--- src/hw/backend_macros.svh ---
`ifndef BACKEND_MACROS_SVH
`define BACKEND_MACROS_SVH

`define XLEN       32   // Data path width
`define NUM_REGS   32   // Architectural registers, x0 included
`define ROB_DEPTH  16   // Power of two so pointers wrap freely
`define ROB_TAG_W  4    // log2 of ROB_DEPTH
`define MUL_STAGES 3    // Issue to done latency of the multiplier

`endif

--- src/hw/arch_regfile.sv ---
`timescale 1ns/1ps
`default_nettype none

`include "backend_macros.svh"

module arch_regfile (
    input  wire              clk,
    input  wire              rst,
    input  wire  [4:0]       rs1,
    input  wire  [4:0]       rs2,
    input  wire              wr_en,     // Commit write strobe
    input  wire  [4:0]       wr_addr,
    input  wire  [`XLEN-1:0] wr_data,
    output logic [`XLEN-1:0] rs1_data,
    output logic [`XLEN-1:0] rs2_data
);

    logic [`XLEN-1:0] regs [`NUM_REGS];

    always_ff @(posedge clk or posedge rst) begin
        if (rst) begin
            for (int i = 0; i < `NUM_REGS; i++) begin
                regs[i] <= '0;
            end
        end else if (wr_en && wr_addr != 5'd0) begin   // x0 never written
            regs[wr_addr] <= wr_data;
        end
    end

    assign rs1_data = (rs1 == 5'd0) ? '0 : regs[rs1];
    assign rs2_data = (rs2 == 5'd0) ? '0 : regs[rs2];

endmodule

`default_nettype wire

--- config.mk ---
export PLATFORM = sky130hd
export DESIGN_NAME = arch_regfile
export DESIGN_NICKNAME = d
export VERILOG_FILES = /design/src/hw/arch_regfile.sv
export VERILOG_INCLUDE_DIRS = /design/src /design/src/hw
export SDC_FILE = /design/constraint.sdc
export NUM_CORES = 2
export LEC_CHECK = 0
export ABC_AREA = 1
export BUFFER_PORTS_ARGS = -buffer_cell sky130_fd_sc_hd__buf_4
export CORE_MARGIN = 1.5
export CORE_UTILIZATION = 50
export CTS_CLUSTER_DIAMETER = 60
export DETAILED_ROUTE_END_ITERATION = 8
export PLACE_DENSITY = 0.68
export SYNTH_ARGS = -nofsm -noshare
export SYNTH_HDL_FRONTEND = slang
export SYNTH_SLANG_ARGS = --single-unit
--- constraint.sdc ---
create_clock -name clk -period 34.2 [get_ports clk]
set_clock_uncertainty 0.2 [all_clocks]
set_input_delay 3.42 -clock clk [delete_from_list [all_inputs] [get_ports clk]]
set_output_delay 3.42 -clock clk [all_outputs]
set_load 0.02 [all_outputs]
==> metrics.cfg <==
[synth]
synth_top_area_cell=dfrtp_1
netlist_top_cells_area=dfrtp_1, nand2_1, o21ai_0, nand3_1, nor2_1
synthCells=8325
synth_cell_types=23
ys_seq_elements=1024
yosysWarnings=0
synth_top_area_share=0.4514
ys_seq_area_frac=0.4514
synthesis.nets=8375
avgSynthCellArea_um2=6.819
syn_area_um2=56770

[cts]
cts.repair.resized=0
cts.clk_slew.worst_paths_ns=0.06
clk_path_buf_depth=3
post_cts.repair.setup_buffers=0
clock_sinks=1024
hold_buffers=0
cts_root_buf=clkbuf_16
clock_latency_ns=0.73
cts_max_level=3
cts_tree=built
cts_buffers=117

[finish]
drive_above_1_share=0.05811
largest_reg_flops=1024
layout_commonest_cell=nand2_1
mostFrequentLayoutCells=nand2_1, o21ai_0, dfrtp_1
syn_to_final_growth_pct=8.607
largest_register=regs
fin_nets=7991
reg_top3=regs (1024)

[run]
maxCapViolations=0

[floorplanning]
rows=123
initial_core_util=0.5046
die_area_um2=115600
die_y_um=340.0
core-area_um2=112500
boundaryPins=114
die_x_um=340.0

[global_route]
grt_pass1_vias=53790
gr-total-overflow=0
grt_pass1_wl_mm=341.2
grtUsageTotal=0.3875
grt_max_degree=192
antenna_found_initial=15

[drt]
drt_pre_antenna_iters=9
drc=0
post_drt_via_cell_ratio=6.116
vias=58400
drtAntennaViolNets=0
drtIter0Drc=9513
detail_route.wl_per_cell_um=23.77
totalWireLength_mm=227.0

[sta]
slew_headroom=0.1691
hold_viol_final=0
tns_ns=0
final-setup-viol-count=0
worst_pin_slew_ns=1.242
finalCritPeriodShare=0.3343
slew_viol_final=0
period_needed_ns=11.43
rsz0062_at_grt=no
fmax_mhz=87.48

[status]
status=finished clean

[worst_setup_path]
start_kind=input port
crit_type=in -> out
crit_path_end_kind=primary output
cp.required_ns=30.58
path_max_fanout=104
critPathArrivalTime_ns=7.81

[pwr]
power_leakage_nw=29.20
p_comb_frac=0.193
switching_share=0.3224
powerDensity_nw_per_um2=58.88
p_total_w=0.003630
peakVddDrop_mv=0.04924
p_clk_frac=0.363
p_seq_frac=0.444
switching_power_w=0.001170
p_int_w=0.002460

[place]
place_congestion=0.8856
numPortBuffers=113
dp_hpwl_mm=124.2

[min_path]
hold_class=reg -> reg

==> final cells by class <==
| cell class | count | area (um2) |
|---|---|---|
| Multi-Input combinational cell | 6304 | 27310 |
| Fill cell | 10910 | 50840 |
| Tap cell | 1500 | 1877 |
| Clock buffer | 172 | 3496 |
| Inverter | 280 | 1096 |
| Sequential cell | 1024 | 25620 |
| Clock inverter | 42 | 499.2 |
| Timing Repair Buffer | 214 | 1724 |
| Antenna cell | 13 | 32.53 |
==> worst paths after layout <==
| kind | cells after the start | endpoint | start | slack (ns) |
|---|---|---|---|---|
| worst min register to register | 0 | regs[1008]$_DFFE_PP0P_ | regs[1008]$_DFFE_PP0P_ | 0.20 |
| worst min-delay path | 0 | regs[1008]$_DFFE_PP0P_ | regs[1008]$_DFFE_PP0P_ | 0.20 |
| max in group asynchronous | 5 | regs[172]$_DFFE_PP0P_ | rst | 28.04 |
| min in group asynchronous | 2 | regs[767]$_DFFE_PP0P_ | rst | 2.63 |
| worst max-delay path | 13 | rs2_data[24] | rs2[0] | 22.77 |
| worst max register to register | 2 | regs[708]$_DFFE_PP0P_ | regs[708]$_DFFE_PP0P_ | 33.22 |
==> per-stage QoR <==
step,hold WS [ns],cell area [um2],cells,util,worst slack [ns]
after floorplan,0.2505,56770,8325,-,1.764
after global placement,0.1861,57610,9321,0.5121,22.95
after detailed placement,0.1899,57630,9322,0.5123,23.00
after CTS,0.2029,61620,9536,0.5478,23.00
after global routing,0.2098,61640,9544,0.5479,22.68
final,0.2020,61660,9549,0.5481,22.77
==> critical path: stages <==
cell and delay [ns]:
buf_8 0.20, inv_8 0.58, buf_4 0.82, buf_4 0.70, nand2_1 0.11, nand3_1 0.11
nand3_1 0.11, nand2_1 0.09, nand2_1 0.05, nand3_1 0.10, nand2_1 0.07, nor2_1 0.96
buf_4 0.30
==> cells in the mapped netlist <==
library cell	number
inv_2	10
inv_1	266
buf_2	130
nand3_1	981
buf_1	56
o21ai_0	1268
o21ai_1	70
nand2_1	3006
clkinv_1	4
a21oi_1	190
nand2_2	4
clkbuf_1	528
nor3_2	7
nor2_4	4
dfrtp_1	1024
nor2_2	1
nand4_1	1
o211ai_1	84
nor3b_1	1
nor3_1	1
nor2_1	685
nor4_4	1
buf_4	3
==> cell families (layout without fill, tap and decap cells) <==
family,after synthesis,count (layout),share of synthesized area
flops,1024,1024,0.4514
simple gates,4692,4692,0.3338
other cells,0,13,0
buf+inv,997,708,0.06899
compound gates,1612,1612,0.1458
==> metal layers <==
metal	vias up	track usage	part of all wire
met2	3866	0.5726	0.42
li1	26150	-	-
met5	-	0	0.000093
met4	4	0.1766	0.051
met1	27700	0.5337	0.39
met3	677	0.1005	0.13
==> power by group through the flow <==
stage / Sequential, W / Combinational, W / Clock [W]
4_1_cts: 0.00160 / 0.000689 / 0.00132
3_3_place_gp: 0.00162 / 0.000670 / 0
3_5_place_dp: 0.00162 / 0.000687 / 0
6_report: 0.00161 / 0.000700 / 0.00132
5_1_grt: 0.00164 / 0.000796 / 0.00137
2_1_floorplan: 0.00159 / 0.000506 / 0
Power figures use the tool's default switching activity.
