$ cat src/hw/backend_macros.svh
`ifndef BACKEND_MACROS_SVH
`define BACKEND_MACROS_SVH

`define XLEN       32   // Data path width
`define NUM_REGS   32   // Architectural registers, x0 included
`define ROB_DEPTH  16   // Power of two so pointers wrap freely
`define ROB_TAG_W  4    // log2 of ROB_DEPTH
`define MUL_STAGES 3    // Issue to done latency of the multiplier

`endif

$ cat src/hw/rob_pkg.sv
`default_nettype none

`include "backend_macros.svh"

package rob_pkg;

    // Slot index, handed out at allocation and returned by every unit
    typedef logic [`ROB_TAG_W-1:0] rob_tag_t;

    // One bit wider than a tag so a full buffer is distinct from empty
    typedef logic [`ROB_TAG_W:0] rob_count_t;

endpackage

`default_nettype wire

$ cat src/hw/mul_pipe.sv
`timescale 1ns/1ps
`default_nettype none

`include "backend_macros.svh"

module mul_pipe (
    input  wire                    clk,
    input  wire                    rst,
    input  wire                    flush,
    input  wire                    issue,
    input  wire  [`XLEN-1:0]       a,
    input  wire  [`XLEN-1:0]       b,
    input  wire  rob_pkg::rob_tag_t tag,
    output logic                   done,
    output rob_pkg::rob_tag_t      done_tag,
    output logic [`XLEN-1:0]       value
);
    import rob_pkg::*;

    logic [`MUL_STAGES-1:0] stage_valid;
    rob_tag_t               stage_tag [`MUL_STAGES];
    logic [`XLEN-1:0]       opnd_a;                      // Stage 0 operands
    logic [`XLEN-1:0]       opnd_b;
    logic [`XLEN-1:0]       prod [1:`MUL_STAGES-1];      // Low product from stage 1 on

    always_ff @(posedge clk or posedge rst) begin
        if (rst) begin
            stage_valid <= '0;
        end else if (flush) begin
            stage_valid <= '0;          // Drop all products in flight
        end else begin
            stage_valid <= {stage_valid[`MUL_STAGES-2:0], issue};
        end
    end

    always_ff @(posedge clk) begin
        if (issue) begin
            opnd_a <= a;
            opnd_b <= b;
        end
        stage_tag[0] <= tag;
        prod[1]      <= opnd_a * opnd_b;     // Truncated to XLEN
        for (int s = 1; s < `MUL_STAGES; s++) begin
            stage_tag[s] <= stage_tag[s-1];
        end
        for (int s = 2; s < `MUL_STAGES; s++) begin
            prod[s] <= prod[s-1];
        end
    end

    assign done     = stage_valid[`MUL_STAGES-1];
    assign done_tag = stage_tag[`MUL_STAGES-1];
    assign value    = prod[`MUL_STAGES-1];

endmodule

`default_nettype wire

$ cat config.mk
export PLATFORM = sky130hd
export DESIGN_NAME = mul_pipe
export DESIGN_NICKNAME = d
export VERILOG_FILES = /design/src/hw/rob_pkg.sv /design/src/hw/mul_pipe.sv
export VERILOG_INCLUDE_DIRS = /design/src /design/src/hw
export SDC_FILE = /design/constraint.sdc
export NUM_CORES = 1
export LEC_CHECK = 0
export BUFFER_PORTS_ARGS = -buffer_cell sky130_fd_sc_hd__buf_4
export CAP_MARGIN = 5
export CORE_UTILIZATION = 41
export DETAILED_ROUTE_END_ITERATION = 8
export PLACE_DENSITY_LB_ADDON = 0.25
export SLEW_MARGIN = 30
export SYNTH_ARGS = -nofsm -noshare
export SYNTH_HDL_FRONTEND = slang
export SYNTH_SLANG_ARGS = --single-unit
$ cat constraint.sdc
create_clock -name clk -period 21.2 [get_ports clk]
set_clock_uncertainty 0.05 [all_clocks]
set_input_delay 6.36 -clock clk [delete_from_list [all_inputs] [get_ports clk]]
set_output_delay 6.36 -clock clk [all_outputs]
set_load 0.05 [all_outputs]
==> impl_results.md <==
* Outcome: completed
* DP Worst Slack at 13720 ps
* Post-Syn Area per Cell at 10.36 µm²
* Post-route ant nets at 0
* Cts bufs inserted at 17
* Ys Warns at 0
* CP max stage delay at 370 ps
* Worst hold path class: flip-flop to flip-flop
* Clock transition at path regs at 80 ps
* Setup TNS at 0 ps
* Final hold vios at 0
* Flop2flop setup slack at 13880 ps
* Setup WS post-layout at 13740 ps
* Layout cell share with drive strength beyond 1 at 0.08419
* Initial drt markers at 608
* Vias per cell at 4.839
* Post-DP HPWL at 36080 µm
* Placer Congestion at 0.8346
* Synth cell types at 47
* Most frequent cells in the layout: fa_1, and2_1, inv_1
* CTS H-tree depth at 4
* FP Rows at 79
* Sequential cell area at roughly 0.0035 mm²
* Top-Level Pins at 109
* Area growth from synthesis to layout at 10.07%
* Maximum root-to-sink buffer count at 2
* Fin nets at 2526
* Worst path bufs/invs at 1
* Vias in the first global route at 13610
* Commonest non-fill, non-tap cell in the layout: fa_1
* Final Routed Wirelength at 45490 µm
* Max-cap check violation count at 0
* FF+latch count, synth at 143
* Gr usage total at 0.2079
* First-pass GRT wire length at 74430 µm
* IO buf count at 108
* Unrepaired setup endpoints after global routing: no
* Starting Density at 0.4155
* DP Area at approximately 0.021 mm²
* Slew Limit Fails at 0
* Worst path slowest cell: dfrtp_1
* Fin crit period at 7465 ps
* Worst-Margin Slew at 1017 ps
* Mapped cell area at 0.01935 mm²
* Drt first pass iters at 4
* Vias at 12310
* Initial antenna violation count at 1
* Post-synth EDFFs at 64
* Post-CTS Setup Inserts at 0
* Max Fclk at 134.0 MHz
* Total grt overflow at 0
* Die area at around 0.048 mm²
* Worst Setup Path Type: flip-flop to output port
* Cts repair resizes at 0
* Final instance area at 0.02129 mm²
* Synth area leaders: fa_1, and2_1, edfxtp_1
* Final Util at 0.4574
* Largest net degree at the start of global routing at 66
* Post-synth top flop: dfxtp_1
* Core ar. at 0.04656 mm²
* Register area share after synthesis at 0.1819
* Synth area leader: fa_1
* Crit Path Max Fanout at 1
* Insertion delay to the later sink of the worst-skew pair at approximately 500 ps
* Asr flop ratio synth at 0.02098
* Worst endpoint data arrival time at ~1100 ps
* Area of the multi-input gates at ~0.014 mm²
* Slew HR at 0.3220
* Net Count, Synth at 2470
* Die W at 219.2 µm
* Antenna Cells at 0
* Clk sinks at 143
* CP startpoint kind: flip-flop
* Detail-routed net length per standard cell at 17.89 µm
* CP required at 14790 ps
* Final period utilization at 0.3521
* Fill cells at 4380
* Cells after Synth at 1867
* Setup Viol. Count Final at 0
* DR DRC count at 0
* Kind of cell adding the most delay to the critical path: flip-flops
* Die span in y at 219.2 µm
* CTS tree: done
* Cell Chain, Critical Path: buf_4
* Hold-fix buffers, CTS at 0
* Clock Tree Root: clkbuf_16
* Crit. End Element: output port
* Top cell type's share of synthesized area at 0.4222
[synth_stat cells (2+ instances only)]
cell      number
buf_4          4
inv_1        365
fa_1         408
a31oi_1        2
xor2_1        15
a21o_1        15
and2_1       367
dfrtp_1        3
nor3_1         5
nor2b_1        4
nand3_1        6
and3_1         2
o21ai_0       15
clkbuf_1      79
edfxtp_1      64
a221oi_1       2
o21bai_1       5
dfxtp_1       76
a211o_1        2
ha_1         123
xnor2_1       66
nor2_1        21
a21oi_1       25
nand2_1      170
[stage by stage]
stage                     cells  hold WS (ps)
final                      2543         271.4
after global routing       2543         282.9
after floorplan            1867         259.6
after global placement     2511         260.0
after CTS                  2543         273.2
after detailed placement   2511         262.1
[cell families after synthesis]
kind of cell | after synthesis | share of synthesized area
adders and majority gates | 531 | 0.5017
buffers and inverters | 449 | 0.08796
xor gates and xnor gates | 82 | 0.03751
DFF | 143 | 0.1819
AOI/OAI and AO/OA | 82 | 0.02852
muxes | 1 | 0.0005174
and+or+nand+nor | 579 | 0.1619
[state kept, by name, indices dropped and copies added (netlist names)]
name         cells
opnd_a          32
opnd_b          32
prod            64
stage_tag       12
stage_valid      3
[layer usage]
layer	global-route usage	wire, µm	vias to the layer above
li1	-	-	5598
met1	0.2743	20640	6445
met2	0.3440	22140	201
met3	0.02661	1304	61
met4	0.08843	1402	0
met5	0	0	-
[layout make-up]
class | count | area share
Tap cell | 607 | 0.03567
Clock buffer | 17 | 0.01998
Clock inverter | 15 | 0.008755
Timing Repair Buffer | 121 | 0.04266
Inverter | 365 | 0.06434
Multi-Input combinational cell | 1275 | 0.6634
Sequential cell | 143 | 0.1652
[path summary, 6_finish.rpt]
kind,from,to,cells after the start
max,stage_valid[2]$_DFF_PP0_,done,1
min reg2reg,prod[1][23]$_DFF_P_,prod[2][23]$_DFF_P_,0
min in group asynchronous,rst,stage_valid[2]$_DFF_PP0_,2
max in group asynchronous,rst,stage_valid[0]$_DFF_PP0_,2
max reg2reg,opnd_b[2]$_DFFE_PP_,prod[1][30]$_DFF_P_,21
min,prod[1][23]$_DFF_P_,prod[2][23]$_DFF_P_,0
Power is left out: the tool's default activity adds up to more than one toggle a clock period on the data nets, which glitch-free logic cannot reach.
