File: config.mk
export PLATFORM = sky130hd
export DESIGN_NAME = div_unit
export DESIGN_NICKNAME = d
export VERILOG_FILES = /design/src/hw/rob_pkg.sv /design/src/hw/div_unit.sv
export VERILOG_INCLUDE_DIRS = /design/src /design/src/hw
export SDC_FILE = /design/constraint.sdc
export NUM_CORES = 1
export LEC_CHECK = 0
export BUFFER_PORTS_ARGS = -buffer_cell sky130_fd_sc_hd__buf_2
export CORE_MARGIN = 3
export CORE_UTILIZATION = 40
export DETAILED_ROUTE_END_ITERATION = 12
export SLEW_MARGIN = 40
export SYNTH_ARGS = -nofsm -noshare
export SYNTH_HDL_FRONTEND = slang
export SYNTH_SLANG_ARGS = --single-unit
File: constraint.sdc
create_clock -name clk -period 6.07 [get_ports clk]
set_input_delay 1.214 -clock clk [delete_from_list [all_inputs] [get_ports clk]]
set_output_delay 1.214 -clock clk [all_outputs]
set_load 0.01 [all_outputs]
File: src/hw/backend_macros.svh
`ifndef BACKEND_MACROS_SVH
`define BACKEND_MACROS_SVH

`define XLEN       32   // Data path width
`define NUM_REGS   32   // Architectural registers, x0 included
`define ROB_DEPTH  16   // Power of two so pointers wrap freely
`define ROB_TAG_W  4    // log2 of ROB_DEPTH
`define MUL_STAGES 3    // Issue to done latency of the multiplier

`endif

File: src/hw/rob_pkg.sv
`default_nettype none

`include "backend_macros.svh"

package rob_pkg;

    // Slot index, handed out at allocation and returned by every unit
    typedef logic [`ROB_TAG_W-1:0] rob_tag_t;

    // One bit wider than a tag so a full buffer is distinct from empty
    typedef logic [`ROB_TAG_W:0] rob_count_t;

endpackage

`default_nettype wire

File: src/hw/div_unit.sv
`timescale 1ns/1ps
`default_nettype none

`include "backend_macros.svh"

module div_unit (
    input  wire                    clk,
    input  wire                    rst,
    input  wire                    flush,
    input  wire                    issue,
    input  wire                    rem,       // Return remainder
    input  wire  [`XLEN-1:0]       a,         // Dividend
    input  wire  [`XLEN-1:0]       b,         // Divisor
    input  wire  rob_pkg::rob_tag_t tag,
    output logic                   busy,
    output logic                   done,
    output rob_pkg::rob_tag_t      done_tag,
    output logic [`XLEN-1:0]       value
);

    localparam int STEP_W = $clog2(`XLEN) + 1;

    logic [STEP_W-1:0] step;            // Shift-subtract steps taken
    logic [`XLEN-1:0]  quo;             // Dividend shifts out, quotient in
    logic [`XLEN-1:0]  part;            // Partial remainder
    logic [`XLEN-1:0]  divisor;
    logic              want_rem;
    logic [`XLEN:0]    trial;
    logic              stepping;

    assign trial    = {part, quo[`XLEN-1]} - {1'b0, divisor};
    assign stepping = busy && step != STEP_W'(`XLEN);

    always_ff @(posedge clk or posedge rst) begin
        if (rst) begin
            busy <= 1'b0;
            done <= 1'b0;
            step <= '0;
        end else if (flush) begin
            busy <= 1'b0;
            done <= 1'b0;
        end else begin
            done <= 1'b0;
            if (issue) begin
                busy <= 1'b1;
                step <= '0;
            end else if (stepping) begin
                step <= step + 1'b1;
            end else if (busy) begin    // Finishing cycle
                busy <= 1'b0;
                done <= 1'b1;
            end
        end
    end

    // A zero divisor never fails the trial, so the quotient fills with ones
    // and the dividend ends up in the remainder
    always_ff @(posedge clk) begin
        if (issue) begin
            quo      <= a;
            part     <= '0;
            divisor  <= b;
            want_rem <= rem;
            done_tag <= tag;
        end else if (stepping) begin
            if (!trial[`XLEN]) begin    // Fits, keep difference
                part <= trial[`XLEN-1:0];
                quo  <= {quo[`XLEN-2:0], 1'b1};
            end else begin
                part <= {part[`XLEN-2:0], quo[`XLEN-1]};
                quo  <= {quo[`XLEN-2:0], 1'b0};
            end
        end else if (busy) begin
            value <= want_rem ? part : quo;
        end
    end

endmodule

`default_nettype wire

==> flow_summary.toml <==
[sta]
post-route-period-util_pct = 61.14
setup_tns_ns = 0
fmax_mhz = 269.4
setup_viol = 0
finalHoldViolations = 0
min_period_ns = 3.711
finalClockSkew_ns = 0.009495
tightestPinTransition_ns = 0.7333
rsz0062_at_grt = "no"
slew_headroom_pct = 51.12
drv_slew = 0

[worst_setup_path]
crit_family = "simple AND/OR/NAND/NOR gates"
worstPathCellList = "inv_1 > ha_1 > fa_1 > nand2b_1 > a21oi_1 > o211ai_2 > a211oi_2 > o21ai_2 > and3_1 > or3_2 > buf_4 > mux2i_1 > a22o_1"
r2r_slack_ns = 2.36
reg2regPathDepth = 13
path_buf_inv = 2
critPathMaxFanout = 19
crit_required_ns = 6.39
timing.critical_path.slowest_stage_cell = "or3_2"
crit_path_start_kind = "register"
regToRegEndpoint = "part[1]"
rr_startpoint = "quo[31]"
crit_path_max_incr_delay_ns = 0.73
criticalPathCategory = "reg -> reg"
crit_arrival_ns = 4.03
end_kind = "register"

[clock_tree]
postCtsHoldBufs = 0
clk_latency_ns = 0.42
cts_buffers = 17
cts_tree = "done"
cts.reportedPaths.clkPinSlew_ns = 0.06
h-tree-depth = 4
post_cts_resized = 0
cts-root-buf = "clkbuf_16"
cts.sinks = 141
post_cts_buffers = 0
clockBufferDepth = 2

[synth]
yosysMostFrequentCell = "edfxtp_1"
synth_area_leaders = "edfxtp_1 (41%), mux2_2 (9.6%), dfxtp_1 (8.6%)"
synth-seq-cells = 141
synth_top_area_share_pct = 40.90
synth_edf_count = 101
synthTopCellsByCount = "edfxtp_1 (101), mux2_2 (63), nand2_1 (62), inv_1 (49), a21oi_1 (39)"
syn_area_mm2 = 0.007415
syn_inst = 646
synthArstFlopShare_pct = 5.674
yosys_most_used_dff = "edfxtp_1"
yosysUniqueCellTypes = 58
avgSynthCellArea_um2 = 11.48
yosys_warnings = 0
yosysTopAreaCell = "edfxtp_1"
synth_seq_area_share_pct = 52.24
synth_nets = 754

[layout]
area_growth_pct = 18.78
num_antenna_cells = 0
finish.utilization_pct = 48.70
drive_gt1_share_pct = 29.02
fin_nets = 867

[floorplanning]
fp.dieW_um = 142.2
dieArea_mm2 = 0.02021
core_area_mm2 = 0.01809
ioPinCount = 111
die_h_um = 142.2
row_count = 49
initial_core_util_pct = 41.00

[pwr]
power.leakage_nw = 3.621
powerDensity_mw_per_mm2 = 269.1
ir_drop_v = 0.0001779

[global_route]
grt_pass1_wl_mm = 26.68
antenna_found_initial = 0
grt.total_usage_pct = 16.51
overflow = 0
grt_max_degree = 44
grt_pass1_vias = 5386

[flow_run]
maxCapViolations = 0

[hold_path]
hold_end = "part[4]"
holdCritStartpoint = "part[4]"
hold_class = "reg -> reg"
hold_depth = 2

[detailed_routing]
first_pass_iters = 4
vias = 5208
final_antenna_net_count = 0
wirelength_mm = 16.42
route.detailed.drc = 0
drt_iter0_drc = 225
viasPerCell = 5.203
routedWlPerCell_um = 16.40

[placed_design]
post-dp-hpwl_mm = 11.89
io_buffers = 110
gp_congestion = 0.8537

[outcome]
status = "completed"
sequential cells by signal, summed over array words and instances, names as in the netlist:
name	flops
done_tag	4
step	6
part	32
busy	1
divisor	32
done	1
quo	32
want_rem	1
value	32
logic make-up after synthesis:
| logic type | count (synthesis) | synth area share, % |
|---|---|---|
| adders and majority gates | 35 | 6.007 |
| AOI/OAI and AO/OA | 145 | 12.83 |
| muxes | 89 | 13.08 |
| buffers and inverters | 72 | 4.185 |
| DFF | 141 | 52.24 |
| and+or+nand+nor | 136 | 8.353 |
| xor gates and xnor gates | 28 | 3.307 |
power by group:
part           switching (mW)  leakage, nW  total, mW  internal (mW)
combinational           0.114         1.99      0.211         0.0975
clock                   0.407        0.291       1.05          0.644
sequential             0.0187         1.34       1.11           1.09
total                   0.540         3.62       2.37           1.83
how the worst max path moves through the flow:
stage             from        to  slack, ns  cells after the start
6_report       quo[31]   part[1]       2.36                     13
2_1_floorplan    issue  value[0]       2.72                      3
3_5_place_dp   quo[31]   part[0]       2.31                     13
4_1_cts        quo[31]   part[0]       2.30                     13
5_1_grt        quo[31]  part[14]       2.13                     13
3_3_place_gp   quo[31]   part[2]       2.20                     13
layout by cell type, fill, tap and decap left out, types with 3 or more instances in the layout:
cell and n:
mux2_2 63, mux2i_1 26, dfrtp_1 8, o21ai_0 17, o221ai_1 5, and3_1 5
xor2_1 10, buf_4 6, edfxtp_1 101, clkbuf_16 17, inv_6 3, a31oi_1 4
o21a_1 5, dfxtp_1 32, nor3_1 11, buf_2 110, inv_1 49, nor4_1 3
o21ai_1 24, nor2b_1 6, o211ai_1 3, nand3_1 11, xnor2_1 18, nor2_1 20
a21o_1 12, bufinv_16 3, a21oi_1 38, ha_1 34, nand2b_1 6, clkinv_2 5
nand2_1 62, a211oi_1 6
stage by stage:
stage / cell area [µm²] / setup WS (ns) / hold WS (ns) / power (mW) / std cells
global route: 8807 / 2.132 / 0.5244 / 2.466 / 1001
floorplan: 7415 / 2.715 / 0.4547 / 1.267 / 646
CTS: 8807 / 2.296 / 0.4927 / 2.399 / 1001
finish: 8807 / 2.359 / 0.4847 / 2.370 / 1001
global placement: 8182 / 2.198 / 0.4802 / 1.333 / 968
detailed placement: 8213 / 2.308 / 0.4824 / 1.340 / 969
tightest hold or removal path: cells and delay by family, from the launching register on:
family / cells / cell delay, ns
flops: 1 / 0.33
simple gates: 1 / 0.06
compound gates: 1 / 0.05
cell type report:
cell class	instances	area (µm²)
clock buffers	17	425.4
clock inverters	15	168.9
fillers	1632	9279
inverters	49	183.9
multi-input cells	433	3246
flip-flops and latches	141	3874
well taps	229	286.5
repair buffers	117	623.1
routing by layer:
layer  track usage, %  wire length (µm)
met1            21.28              7398
met2            27.70              8090
met3            4.032               730
met4            4.848               197
met5                0                 0
No activity file was read; power rests on OpenSTA's default activity.
