--- config.mk ---
export PLATFORM = sky130hd
export DESIGN_NAME = alu_unit
export DESIGN_NICKNAME = d
export VERILOG_FILES = /design/src/hw/isa_pkg.sv /design/src/hw/rob_pkg.sv /design/src/hw/alu_unit.sv
export VERILOG_INCLUDE_DIRS = /design/src /design/src/hw
export SDC_FILE = /design/constraint.sdc
export NUM_CORES = 1
export LEC_CHECK = 0
export BUFFER_PORTS_ARGS = -buffer_cell sky130_fd_sc_hd__buf_2
export CAP_MARGIN = 20
export CELL_PAD_IN_SITES_DETAIL_PLACEMENT = 1
export CELL_PAD_IN_SITES_GLOBAL_PLACEMENT = 1
export CORE_MARGIN = 2
export CORE_UTILIZATION = 46
export DETAILED_ROUTE_END_ITERATION = 8
export GPL_TIMING_DRIVEN = 0
export MAX_ROUTING_LAYER = met4
export PLACE_DENSITY_LB_ADDON = 0.1
export SLEW_MARGIN = 5
export SYNTH_ARGS = -nofsm -noshare
export SYNTH_HDL_FRONTEND = slang
export SYNTH_SLANG_ARGS = --single-unit
--- constraint.sdc ---
create_clock -name clk -period 0.8 [get_ports clk]
set_input_delay 0.04 -clock clk [delete_from_list [all_inputs] [get_ports clk]]
set_output_delay 0.04 -clock clk [all_outputs]
set_load 0.01 [all_outputs]
--- src/hw/backend_macros.svh ---
`ifndef BACKEND_MACROS_SVH
`define BACKEND_MACROS_SVH

`define XLEN       32   // Data path width
`define NUM_REGS   32   // Architectural registers, x0 included
`define ROB_DEPTH  16   // Power of two so pointers wrap freely
`define ROB_TAG_W  4    // log2 of ROB_DEPTH
`define MUL_STAGES 3    // Issue to done latency of the multiplier

`endif

--- src/hw/isa_pkg.sv ---
`default_nettype none

package isa_pkg;

    // ALU operations after decode
    typedef enum logic [2:0] {
        OP_ADD,     // ADD and ADDI
        OP_SUB,
        OP_AND,
        OP_OR,
        OP_XOR,
        OP_SLT,     // Signed compare
        OP_NONE     // Unsupported encoding, result zero
    } alu_op_e;

    // Target execution unit
    typedef enum logic [1:0] {
        FU_ALU,
        FU_MUL,
        FU_DIV
    } fu_sel_e;

    // Dispatch holding slot
    typedef enum logic [1:0] {
        DS_EMPTY,   // Slot free, accepting
        DS_HELD     // Waiting on hazards or resources
    } disp_state_e;

endpackage

`default_nettype wire

--- src/hw/rob_pkg.sv ---
`default_nettype none

`include "backend_macros.svh"

package rob_pkg;

    // Slot index, handed out at allocation and returned by every unit
    typedef logic [`ROB_TAG_W-1:0] rob_tag_t;

    // One bit wider than a tag so a full buffer is distinct from empty
    typedef logic [`ROB_TAG_W:0] rob_count_t;

endpackage

`default_nettype wire

--- src/hw/alu_unit.sv ---
`timescale 1ns/1ps
`default_nettype none

`include "backend_macros.svh"

module alu_unit (
    input  wire                    clk,
    input  wire                    rst,
    input  wire                    flush,
    input  wire                    issue,
    input  wire  isa_pkg::alu_op_e op,
    input  wire  [`XLEN-1:0]       a,
    input  wire  [`XLEN-1:0]       b,
    input  wire  rob_pkg::rob_tag_t tag,
    output logic                   done,
    output rob_pkg::rob_tag_t      done_tag,
    output logic [`XLEN-1:0]       value
);
    import isa_pkg::*;

    logic [`XLEN-1:0] result;

    always_comb begin
        case (op)
            OP_ADD:  result = a + b;
            OP_SUB:  result = a - b;
            OP_AND:  result = a & b;
            OP_OR:   result = a | b;
            OP_XOR:  result = a ^ b;
            OP_SLT:  result = {{(`XLEN-1){1'b0}}, $signed(a) < $signed(b)};
            default: result = '0;       // OP_NONE
        endcase
    end

    always_ff @(posedge clk or posedge rst) begin
        if (rst) begin
            done <= 1'b0;
        end else if (flush) begin
            done <= 1'b0;
        end else begin
            done <= issue;              // One cycle after issue
        end
    end

    always_ff @(posedge clk) begin
        if (issue) begin
            done_tag <= tag;
            value    <= result;
        end
    end

endmodule

`default_nettype wire

==> results by group <==
Logic synthesis
  – Synthesized instance count: 794
  – Synth cell types: 71
  – Post-Syn Nets: approximately 970
  – Mapped cell area: slightly above 6000 um2
  – Ys Warns: 0
  – Most used flip-flop cell after synthesis: edfxtp_1
  – Register area share after synthesis: roughly 18%
  – Synth Register Bits: 37
  – EDFF count, synth: 36
  – Average cell area after synthesis: around 7.7 um2
  – Async set-reset flop share out of synthesis: 2.70%

Outcome
  – Status: finished with violations
  – Failing checks: setup timing

GRT
  – Vias in the first global route: 8405
  – Total gr overflow: 0
  – Initial antenna violation count: 1
  – All-Layer GR Usage: between 40 and 50%
  – Global-route wire length before repair: about 47000 um
  – Largest net degree at the start of global routing: 38

Timing
  – Fmax: 349 MHz
  – Final Hold Viols: 0
  – Setup tns final: -56120 ps
  – Worst slew pin tran: about 1300 ps
  – Final setup violation count: a little under 70
  – Final Max Slew Viols: 0
  – Relative slew margins: between 10% and 20%
  – Slack of the critical path: -2070 ps
  – RSZ-0062 raised after global routing: yes
  – Final min period: 2870 ps
  – Tcrit/Tclk final: 358%

Pwr
  – Maximum VDD drop: 825 uV
  – Leakage: 3.90 nW
  – Power density over the cells: approximately 1300 nW/um2

Clock tree
  – Clock buffer depth: 2
  – CTS sink cnt: 37
  – Worst-path clk slew: about 70 ps
  – Clock Tree Root: clkbuf_16
  – CTS HTree Levels: 2
  – TritonCTS clock tree: yes
  – Num CTS Buffers: 5

Floorplan
  – Die height: between 100 and 150 um
  – # rows: between 40 and 50
  – Die X: between 100 and 150 um
  – Die ar.: 14200 um2
  – Ports: ~110
  – Core Box Area: approximately 13000 um2
  – Initial Utilization: 46.6%

Route
  – Antenna Nets Post-Route: 0
  – Routed vias: 8717
  – Vias per cell: around 7.5
  – Pre-Repair DR Iteration Count: 9
  – Post-DR wirelength/cell: 34.7 um
  – Drc violations: 0
  – 1st-iter DRT viols: 1187
  – Routed wire length: around 40000 um

Hold path
  – Worst min path class: in2async

Placed design
  – GPL Wtd Cong: ~0.98
  – Pre-CTS WS: -2180 ps
  – DP HPWL: roughly 19000 um
  – Number of port buffers: 110

Critical path
  – WS Path Type: in2reg
  – Critical path's largest stage delay: a little under 400 ps
  – CP Launch Type: input port
  – Crit. End Element: flip-flop
  – CP max-delay cell: or3_1
  – Cells along the critical path: buf_8, inv_6, ha_4, buf_4, nor3_4, o31ai_4, a21bo_4, buf_6, a31oi_4, a211o_1, nand2_2, o211ai_1, mux2i_1, or3_1
  – Critical Path Fanout Max: 5
  – Worst path arrival time: approximately 2900 ps
  – Worst Path Required: about 850 ps

Run
  – Max Cap Viol: 0

Final layout
  – Final net count: roughly 1.2k
  – Final core utilization: a little over two thirds
  – Fill count: ~1.5k
  – Share of cells above drive strength 1: 39.6%
  – Synth-to-Final Area Change: 49.1%
==> final timing paths <==
path | startpoint | to | slack [ps] | cells past startpoint
worst max-delay path | a[4] | value[31]$_DFFE_PP_ | -2070 | 14
worst min-delay path | rst | done$_DFF_PP0_ | 140 | 3
max in group asynchronous | rst | done$_DFF_PP0_ | 550 | 3
min in group clk | issue | value[14]$_DFFE_PP_ | 270 | 1
==> layout by cell type (no fill, tap or decap), drive strengths merged, types with 13 or more instances in the layout <==
| master | n |
|---|---|
| ha | 101 |
| nor3 | 21 |
| nand2 | 41 |
| nor2 | 66 |
| o21ai | 59 |
| inv | 98 |
| a21oi | 72 |
| o21bai | 13 |
| a21o | 14 |
| a22oi | 18 |
| o22a | 13 |
| edfxtp | 36 |
| a211oi | 14 |
| clkbuf | 30 |
| buf | 193 |
| xnor2 | 21 |
==> cell families after synthesis <==
family	synth area share (%)
AO/OA/AOI/OAI	32.7
AND/OR/NAND/NOR	14.4
buffers and inverters	9.10
adder cells (fa/ha/maj)	21.4
flip-flops	18.2
XOR/XNOR	3.45
multiplexers	0.822
==> flip-flops by register name, summed over array words and instances, names as in the netlist <==
signal    flops
done_tag      4
value        32
done          1
==> layer usage <==
metal | wire, um | track usage [%] | up-vias
met5 | 0 | - | -
met4 | 4360 | 30.6 | 0
met3 | 5220 | 9.34 | 415
met2 | 17300 | 72.6 | 960
met1 | 13200 | 49.3 | 4112
li1 | - | - | 3230
==> where the power goes <==
part / switching (mW) / internal [mW] / total, mW
logic: 4.47 / 2.74 / 7.21
registers: 0.0866 / 2.40 / 2.49
clock network: 1.17 / 1.17 / 2.34
total: 5.73 / 6.32 / 12.0
==> per-stage QoR <==
stage | cells | hold slack (ps) | cell area, um2 | power (mW)
CTS | 1134 | 109 | 8450 | 10.3
floorplan | 794 | -231 | 6520 | 5.61
global placement | 1080 | -129 | 7290 | 6.96
global route | 1156 | 171 | 9080 | 12.1
detailed placement | 1080 | -123 | 7290 | 7.16
finish | 1156 | 144 | 9080 | 12.0
==> Yosys cell counts (all sizes together), types with 3 or more instances <==
cell	count	area share, %
o22ai	12	1.2
inv	98	6.0
or4	4	0.49
o311ai	3	0.43
nand3	12	0.99
mux2i	5	0.82
ha	101	21
a21o	14	1.7
clkbuf	33	2.0
o31ai	3	0.37
o21ai	59	4.8
and2	3	0.31
a211o	4	0.58
nand2b	11	1.1
nor4	4	0.41
a311oi	4	0.68
o211ai	9	1.1
a2111oi	4	1.1
xnor2	21	3.0
a211oi	14	1.8
nand2	41	2.5
nor2b	10	1.0
nor3	21	1.7
nor2	66	4.1
o221ai	9	1.3
a22oi	18	2.2
a221oi	3	0.43
o21a	3	0.37
o21bai	13	1.7
nand4	3	0.31
buf	14	0.97
o22a	13	1.9
or3	7	0.72
a31oi	10	1.1
a21oi	72	6.0
edfxtp	36	18
xor2	3	0.43
o32a	7	1.2
==> critical path, delay by kind of cell <==
| kind | cells | cell delay, ps |
|---|---|---|
| simple gates | 3 | 760 |
| fa+ha+maj | 1 | 270 |
| buf+inv | 4 | 500 |
| compound gates | 5 | 1190 |
| mux | 1 | 150 |
==> layout make-up <==
class	instances	area [um2]	share of cell area, %
Clock inverter	3	21.3	0.234
Buffer	38	223	2.45
Inverter	99	464	5.11
Tap cell	176	220	2.42
Clock buffer	5	125	1.38
Multi-Input combinational cell	611	5480	60.3
Sequential cell	37	1110	12.2
Antenna cell	1	2.50	0.0276
Timing Repair Buffer	186	1440	15.9
==> timing repair <==
item	4_1_cts	5_1_grt
hold buffers	6	0
setup endpoints to repair	106	69
pin swaps	72	80
endpoints found under the hold margin	6	0
setup buffers	50	24
resized for setup	149	125
Note: power is estimated with default switching activity, not from simulation.
