`src/hw/backend_macros.svh`:
```
`ifndef BACKEND_MACROS_SVH
`define BACKEND_MACROS_SVH

`define XLEN       32   // Data path width
`define NUM_REGS   32   // Architectural registers, x0 included
`define ROB_DEPTH  16   // Power of two so pointers wrap freely
`define ROB_TAG_W  4    // log2 of ROB_DEPTH
`define MUL_STAGES 3    // Issue to done latency of the multiplier

`endif

```
`src/hw/rob_pkg.sv`:
```
`default_nettype none

`include "backend_macros.svh"

package rob_pkg;

    // Slot index, handed out at allocation and returned by every unit
    typedef logic [`ROB_TAG_W-1:0] rob_tag_t;

    // One bit wider than a tag so a full buffer is distinct from empty
    typedef logic [`ROB_TAG_W:0] rob_count_t;

endpackage

`default_nettype wire

```
`src/hw/reorder_buffer.sv`:
```
`timescale 1ns/1ps
`default_nettype none

`include "backend_macros.svh"

module reorder_buffer (
    input  wire                    clk,
    input  wire                    rst,
    input  wire                    flush,
    input  wire                    alloc,
    input  wire  [4:0]             alloc_dest,
    input  wire                    alloc_reg_write,
    input  wire                    alu_done,
    input  wire  rob_pkg::rob_tag_t alu_tag,
    input  wire  [`XLEN-1:0]       alu_value,
    input  wire                    mul_done,
    input  wire  rob_pkg::rob_tag_t mul_tag,
    input  wire  [`XLEN-1:0]       mul_value,
    input  wire                    div_done,
    input  wire  rob_pkg::rob_tag_t div_tag,
    input  wire  [`XLEN-1:0]       div_value,
    output rob_pkg::rob_tag_t      alloc_tag,
    output logic                   full,
    output logic [`NUM_REGS-1:0]   pending_mask,
    output logic                   commit_valid,
    output logic [4:0]             commit_dest,
    output logic [`XLEN-1:0]       commit_value,
    output logic                   commit_reg_write
);
    import rob_pkg::*;

    logic [`ROB_DEPTH-1:0] ent_valid;           // Slot is live
    logic [`ROB_DEPTH-1:0] ent_ready;           // Result has come back
    logic [`ROB_DEPTH-1:0] ent_write;
    logic [4:0]            ent_dest  [`ROB_DEPTH];
    logic [`XLEN-1:0]      ent_value [`ROB_DEPTH];
    rob_tag_t              head;                // Oldest entry
    rob_tag_t              tail;                // Next free slot
    rob_count_t            count;
    logic                  retire;

    assign alloc_tag = tail;
    assign full      = count == rob_count_t'(`ROB_DEPTH);
    assign retire    = ent_valid[head] && ent_ready[head];

    // Commit is the head seen combinationally, taken on the next edge
    assign commit_valid     = retire && !flush;
    assign commit_dest      = ent_dest[head];
    assign commit_value     = ent_value[head];
    assign commit_reg_write = ent_write[head];

    always_ff @(posedge clk or posedge rst) begin
        if (rst) begin
            head      <= '0;
            tail      <= '0;
            count     <= '0;
            ent_valid <= '0;
            ent_ready <= '0;
        end else if (flush) begin
            head      <= '0;
            tail      <= '0;
            count     <= '0;
            ent_valid <= '0;
        end else begin
            if (alloc) begin
                ent_valid[tail] <= 1'b1;
                ent_ready[tail] <= 1'b0;
                tail            <= tail + 1'b1;   // Wraps at ROB_DEPTH
            end
            if (alu_done) ent_ready[alu_tag] <= 1'b1;
            if (mul_done) ent_ready[mul_tag] <= 1'b1;
            if (div_done) ent_ready[div_tag] <= 1'b1;
            if (retire) begin
                ent_valid[head] <= 1'b0;
                head            <= head + 1'b1;
            end
            count <= count + rob_count_t'(alloc) - rob_count_t'(retire);
        end
    end

    // Entry payload
    always_ff @(posedge clk) begin
        if (alloc) begin
            ent_dest[tail]  <= alloc_dest;
            ent_write[tail] <= alloc_reg_write;
        end
        if (alu_done) ent_value[alu_tag] <= alu_value;   // Tags never collide
        if (mul_done) ent_value[mul_tag] <= mul_value;
        if (div_done) ent_value[div_tag] <= div_value;
    end

    // Destinations still owed by live entries
    always_comb begin
        pending_mask = '0;
        for (int i = 0; i < `ROB_DEPTH; i++) begin
            if (ent_valid[i] && ent_write[i]) begin
                pending_mask[ent_dest[i]] = 1'b1;
            end
        end
    end

endmodule

`default_nettype wire

```
`config.mk`:
```
export PLATFORM = sky130hd
export DESIGN_NAME = reorder_buffer
export DESIGN_NICKNAME = d
export VERILOG_FILES = /design/src/hw/rob_pkg.sv /design/src/hw/reorder_buffer.sv
export VERILOG_INCLUDE_DIRS = /design/src /design/src/hw
export SDC_FILE = /design/constraint.sdc
export NUM_CORES = 2
export LEC_CHECK = 0
export BUFFER_PORTS_ARGS = -buffer_cell sky130_fd_sc_hd__clkbuf_2
export CORE_UTILIZATION = 29
export DETAILED_ROUTE_END_ITERATION = 8
export HOLD_SLACK_MARGIN = 0.06
export PLACE_DENSITY = 0.47
export REMOVE_ABC_BUFFERS = 1
export SLEW_MARGIN = 5
export SYNTH_ARGS = -nofsm -noshare
export SYNTH_HDL_FRONTEND = slang
export SYNTH_SLANG_ARGS = --single-unit
```
`constraint.sdc`:
```
create_clock -name clk -period 4.3 [get_ports clk]
set_clock_uncertainty 0.2 [all_clocks]
set_input_delay 1.075 -clock clk [delete_from_list [all_inputs] [get_ports clk]]
set_output_delay 1.075 -clock clk [all_outputs]
set_load 0.03 [all_outputs]
```
==> flow_metrics.tcl <==
set metrics [dict create \
    wl_per_cell_um 31.26 \
    ys_ff_latch 653 \
    period_share 1.000 \
    p_total_uw 16120 \
    pwr-share-seq 0.464 \
    fp.dieH_um 375.5 \
    yosysWarningCount 0 \
    grt_pass1_vias 32070 \
    antenna_left 0 \
    synthCells 3712 \
    synth_top_family_by_area "multiplexers" \
    insertion_delay_ns 0.66 \
    dp_hpwl_um 104400 \
    port_buffers 196 \
    gp_routability_congestion 1.016 \
    synth_compound_area_frac 0.1141 \
    area_growth_pct 14.63 \
    drcViolationCount 18 \
    num_io_pins 197 \
    rsz0062_at_grt "no" \
    critical_path_required_ns 3.02 \
    yosys.area_share.simple 0.1221 \
    maxSlewHeadroom 0.2852 \
    max_freq_mhz 232.5 \
    final_util 0.3361 \
    power_frac_comb 0.120 \
    cts.reportedPaths.clkPinSlew_ns 0.06 \
    antenna_found_initial 24 \
    cts_buffer_depth 3 \
    viasPerCell 5.861 \
    intPower_uw 11930 \
    mostFrequentLayoutCells "edfxtp_1 (608), mux2i_1 (514), nor2_1 (440), nand2_1 (348), a21oi_1 (261)" \
    clock_sinks 653 \
    tightest_slew_ns 1.072 \
    p_leak_uw 0.01535 \
    syn-cell-area_mm2 0.04046 \
    fp.dieArea_mm2 0.1410 \
    synth-xor-area-share 0.001299 \
    violations "DRC, setup timing" \
    core_area_mm2 0.1380 \
    finalSetupViolCount 1 \
    dpl_cell_area_mm2 0.04373 \
    first_pass_iters 9 \
    wl_um 176800 \
    cts_buffers 79 \
    layout-drive-gt1-share 0.1885 \
    synth_adder_area_share 0.004824 \
    min_period_ns 4.301 \
    arrival_ns 3.03 \
    crit_type "reg -> out" \
    start_util 0.2932 \
    synthArstFlopShare 0.06891 \
    start_kind "flip-flop" \
    grt_usage 0.2457 \
    hold_viol_final 0 \
    p_sw_frac 0.2601 \
    ir_drop_mv 0.2320 \
    synth_area_leader_cell "edfxtp_1" \
    grt_max_degree 90 \
    ys.flop_type "edfxtp_1" \
    p_clk_frac 0.416 \
    htree_levels 3 \
    netSwitchingPower_uw 4193 \
    root_buffer "clkbuf_16" \
    maxCapViolCount 0 \
    worstPathMaxFanout 8 \
    drt_iter0_drc 4755 \
    fin_nets 3858 \
    yosys-top-cells-area "edfxtp_1 (45%), mux2i_1 (13%), mux4_2 (11%)" \
    hold_class "reg -> reg" \
    final_area_mm2 0.04638 \
    num_rows 136 \
    synthMuxAreaShare 0.2351 \
    final.setup.worst_slack_ns -0.001330 \
    endpoint_kind "output pin" \
    power.density_mw_per_mm2 347.5 \
    post-place-ws_ns 0.5400 \
    cts_hold_buf 0 \
    cts_tree "built" \
    grt_pass1_wl_um 248000 \
    report.final.slew_viol_count 0 \
    final_common_cell "edfxtp_1" \
    syn_avg_cell_area_um2 10.90 \
    status "finished with violations" \
    ys_types 51 \
    die_w_um 375.5 \
    synth_edf_count 608 \
    globalRouteOverflowTotal 0 \
    yosys.area.top_type_share 0.4512 \
    ys_seq_area_frac 0.4790 \
    via_count 33158 \
]
## cells by family after synthesis
logic type	Yosys count
and+or+nand+nor	1083
adders and majority gates	15
xor gates and xnor gates	6
DFF	653
buffers and inverters	420
AOI/OAI and AO/OA	827
muxes	708
## cell usage after synthesis, types with 32 or more instances
| master | number |
|---|---|
| clkbuf_1 | 290 |
| edfxtp_1 | 608 |
| buf_1 | 41 |
| o22ai_1 | 256 |
| nand3b_1 | 53 |
| or3_1 | 41 |
| a21oi_1 | 261 |
| mux4_2 | 194 |
| buf_2 | 53 |
| nand4b_1 | 32 |
| dfrtp_1 | 45 |
| nand4_1 | 49 |
| nor2_1 | 455 |
| mux2i_1 | 514 |
| o21ai_1 | 258 |
| nand2_1 | 351 |
## routing by layer
| metal | vias up | GRT usage | wire length [um] | part of all wire |
|---|---|---|---|---|
| met2 | 2007 | 0.3740 | 78020 | 0.44 |
| met1 | 16520 | 0.3274 | 73170 | 0.41 |
| li1 | 14093 | - | - | - |
| met3 | 500 | 0.06922 | 17850 | 0.10 |
| met5 | - | 0.004803 | 327 | 0.0018 |
| met4 | 38 | 0.09888 | 7460 | 0.042 |
## through the flow
| stage | cells | hold slack [ns] | TNS (ns) |
|---|---|---|---|
| 4_1_cts | 5650 | 0.3043 | 0 |
| 5_1_grt | 5653 | 0.3278 | 0 |
| 2_1_floorplan | 3306 | 0.2664 | -675.55 |
| 6_report | 5657 | 0.3019 | -0.001330 |
| 3_5_place_dp | 5495 | 0.2817 | 0 |
| 3_3_place_gp | 5495 | 0.2843 | 0 |
## final timing paths
check                                     from               end  slack, ns  cells after the start
min in group asynchronous                  rst          count[3]       0.44                      2
worst max-delay path            ent_dest[4][0]  pending_mask[18]     -0.001                      5
worst min register to register   ent_ready[10]     ent_ready[10]       0.30                      1
worst max register to register         head[1]          count[4]       0.79                     14
worst min-delay path             ent_ready[10]     ent_ready[10]       0.30                      1
max in group asynchronous                  rst           head[3]       2.71                      2
## worst max-delay path, cell delays in order (launching register included)
cell and delay (ns):
edfxtp_1 0.44, nand4b_1 0.91, o22ai_1 0.43, nor2_1 0.09, nand4_1 0.23, clkbuf_2 0.26
## power by group through the flow
stage          clock (uW)  combinational, uW  sequential (uW)
5_1_grt              7030               2080             7510
4_1_cts              6830               1930             7490
6_report             6710               1930             7490
3_3_place_gp            0               1880             7630
2_1_floorplan           0               1120             7600
3_5_place_dp            0               1910             7630
## cell type report
type	count	area, um^2
antenna	7	17.52
fill	13774	91620
inverter	14	52.55
timing repair buffer	335	2435
sequential	653	19400
clock inverter	43	385.4
multi-input combinational	2639	19610
tap	1863	2331
clock buffer	103	2151
## registers in the layout, summed over array words and instances, names as in the netlist
register,cells
alloc_tag,4
count,5
ent_value,512
ent_valid,16
ent_dest,80
ent_ready,16
head,4
ent_write,16
## timing repair
item,CTS,global route
setup endpoints to repair,38,1
gates resized for setup,3,1
setup buffers,9,0
Power figures use the tool's default switching activity.
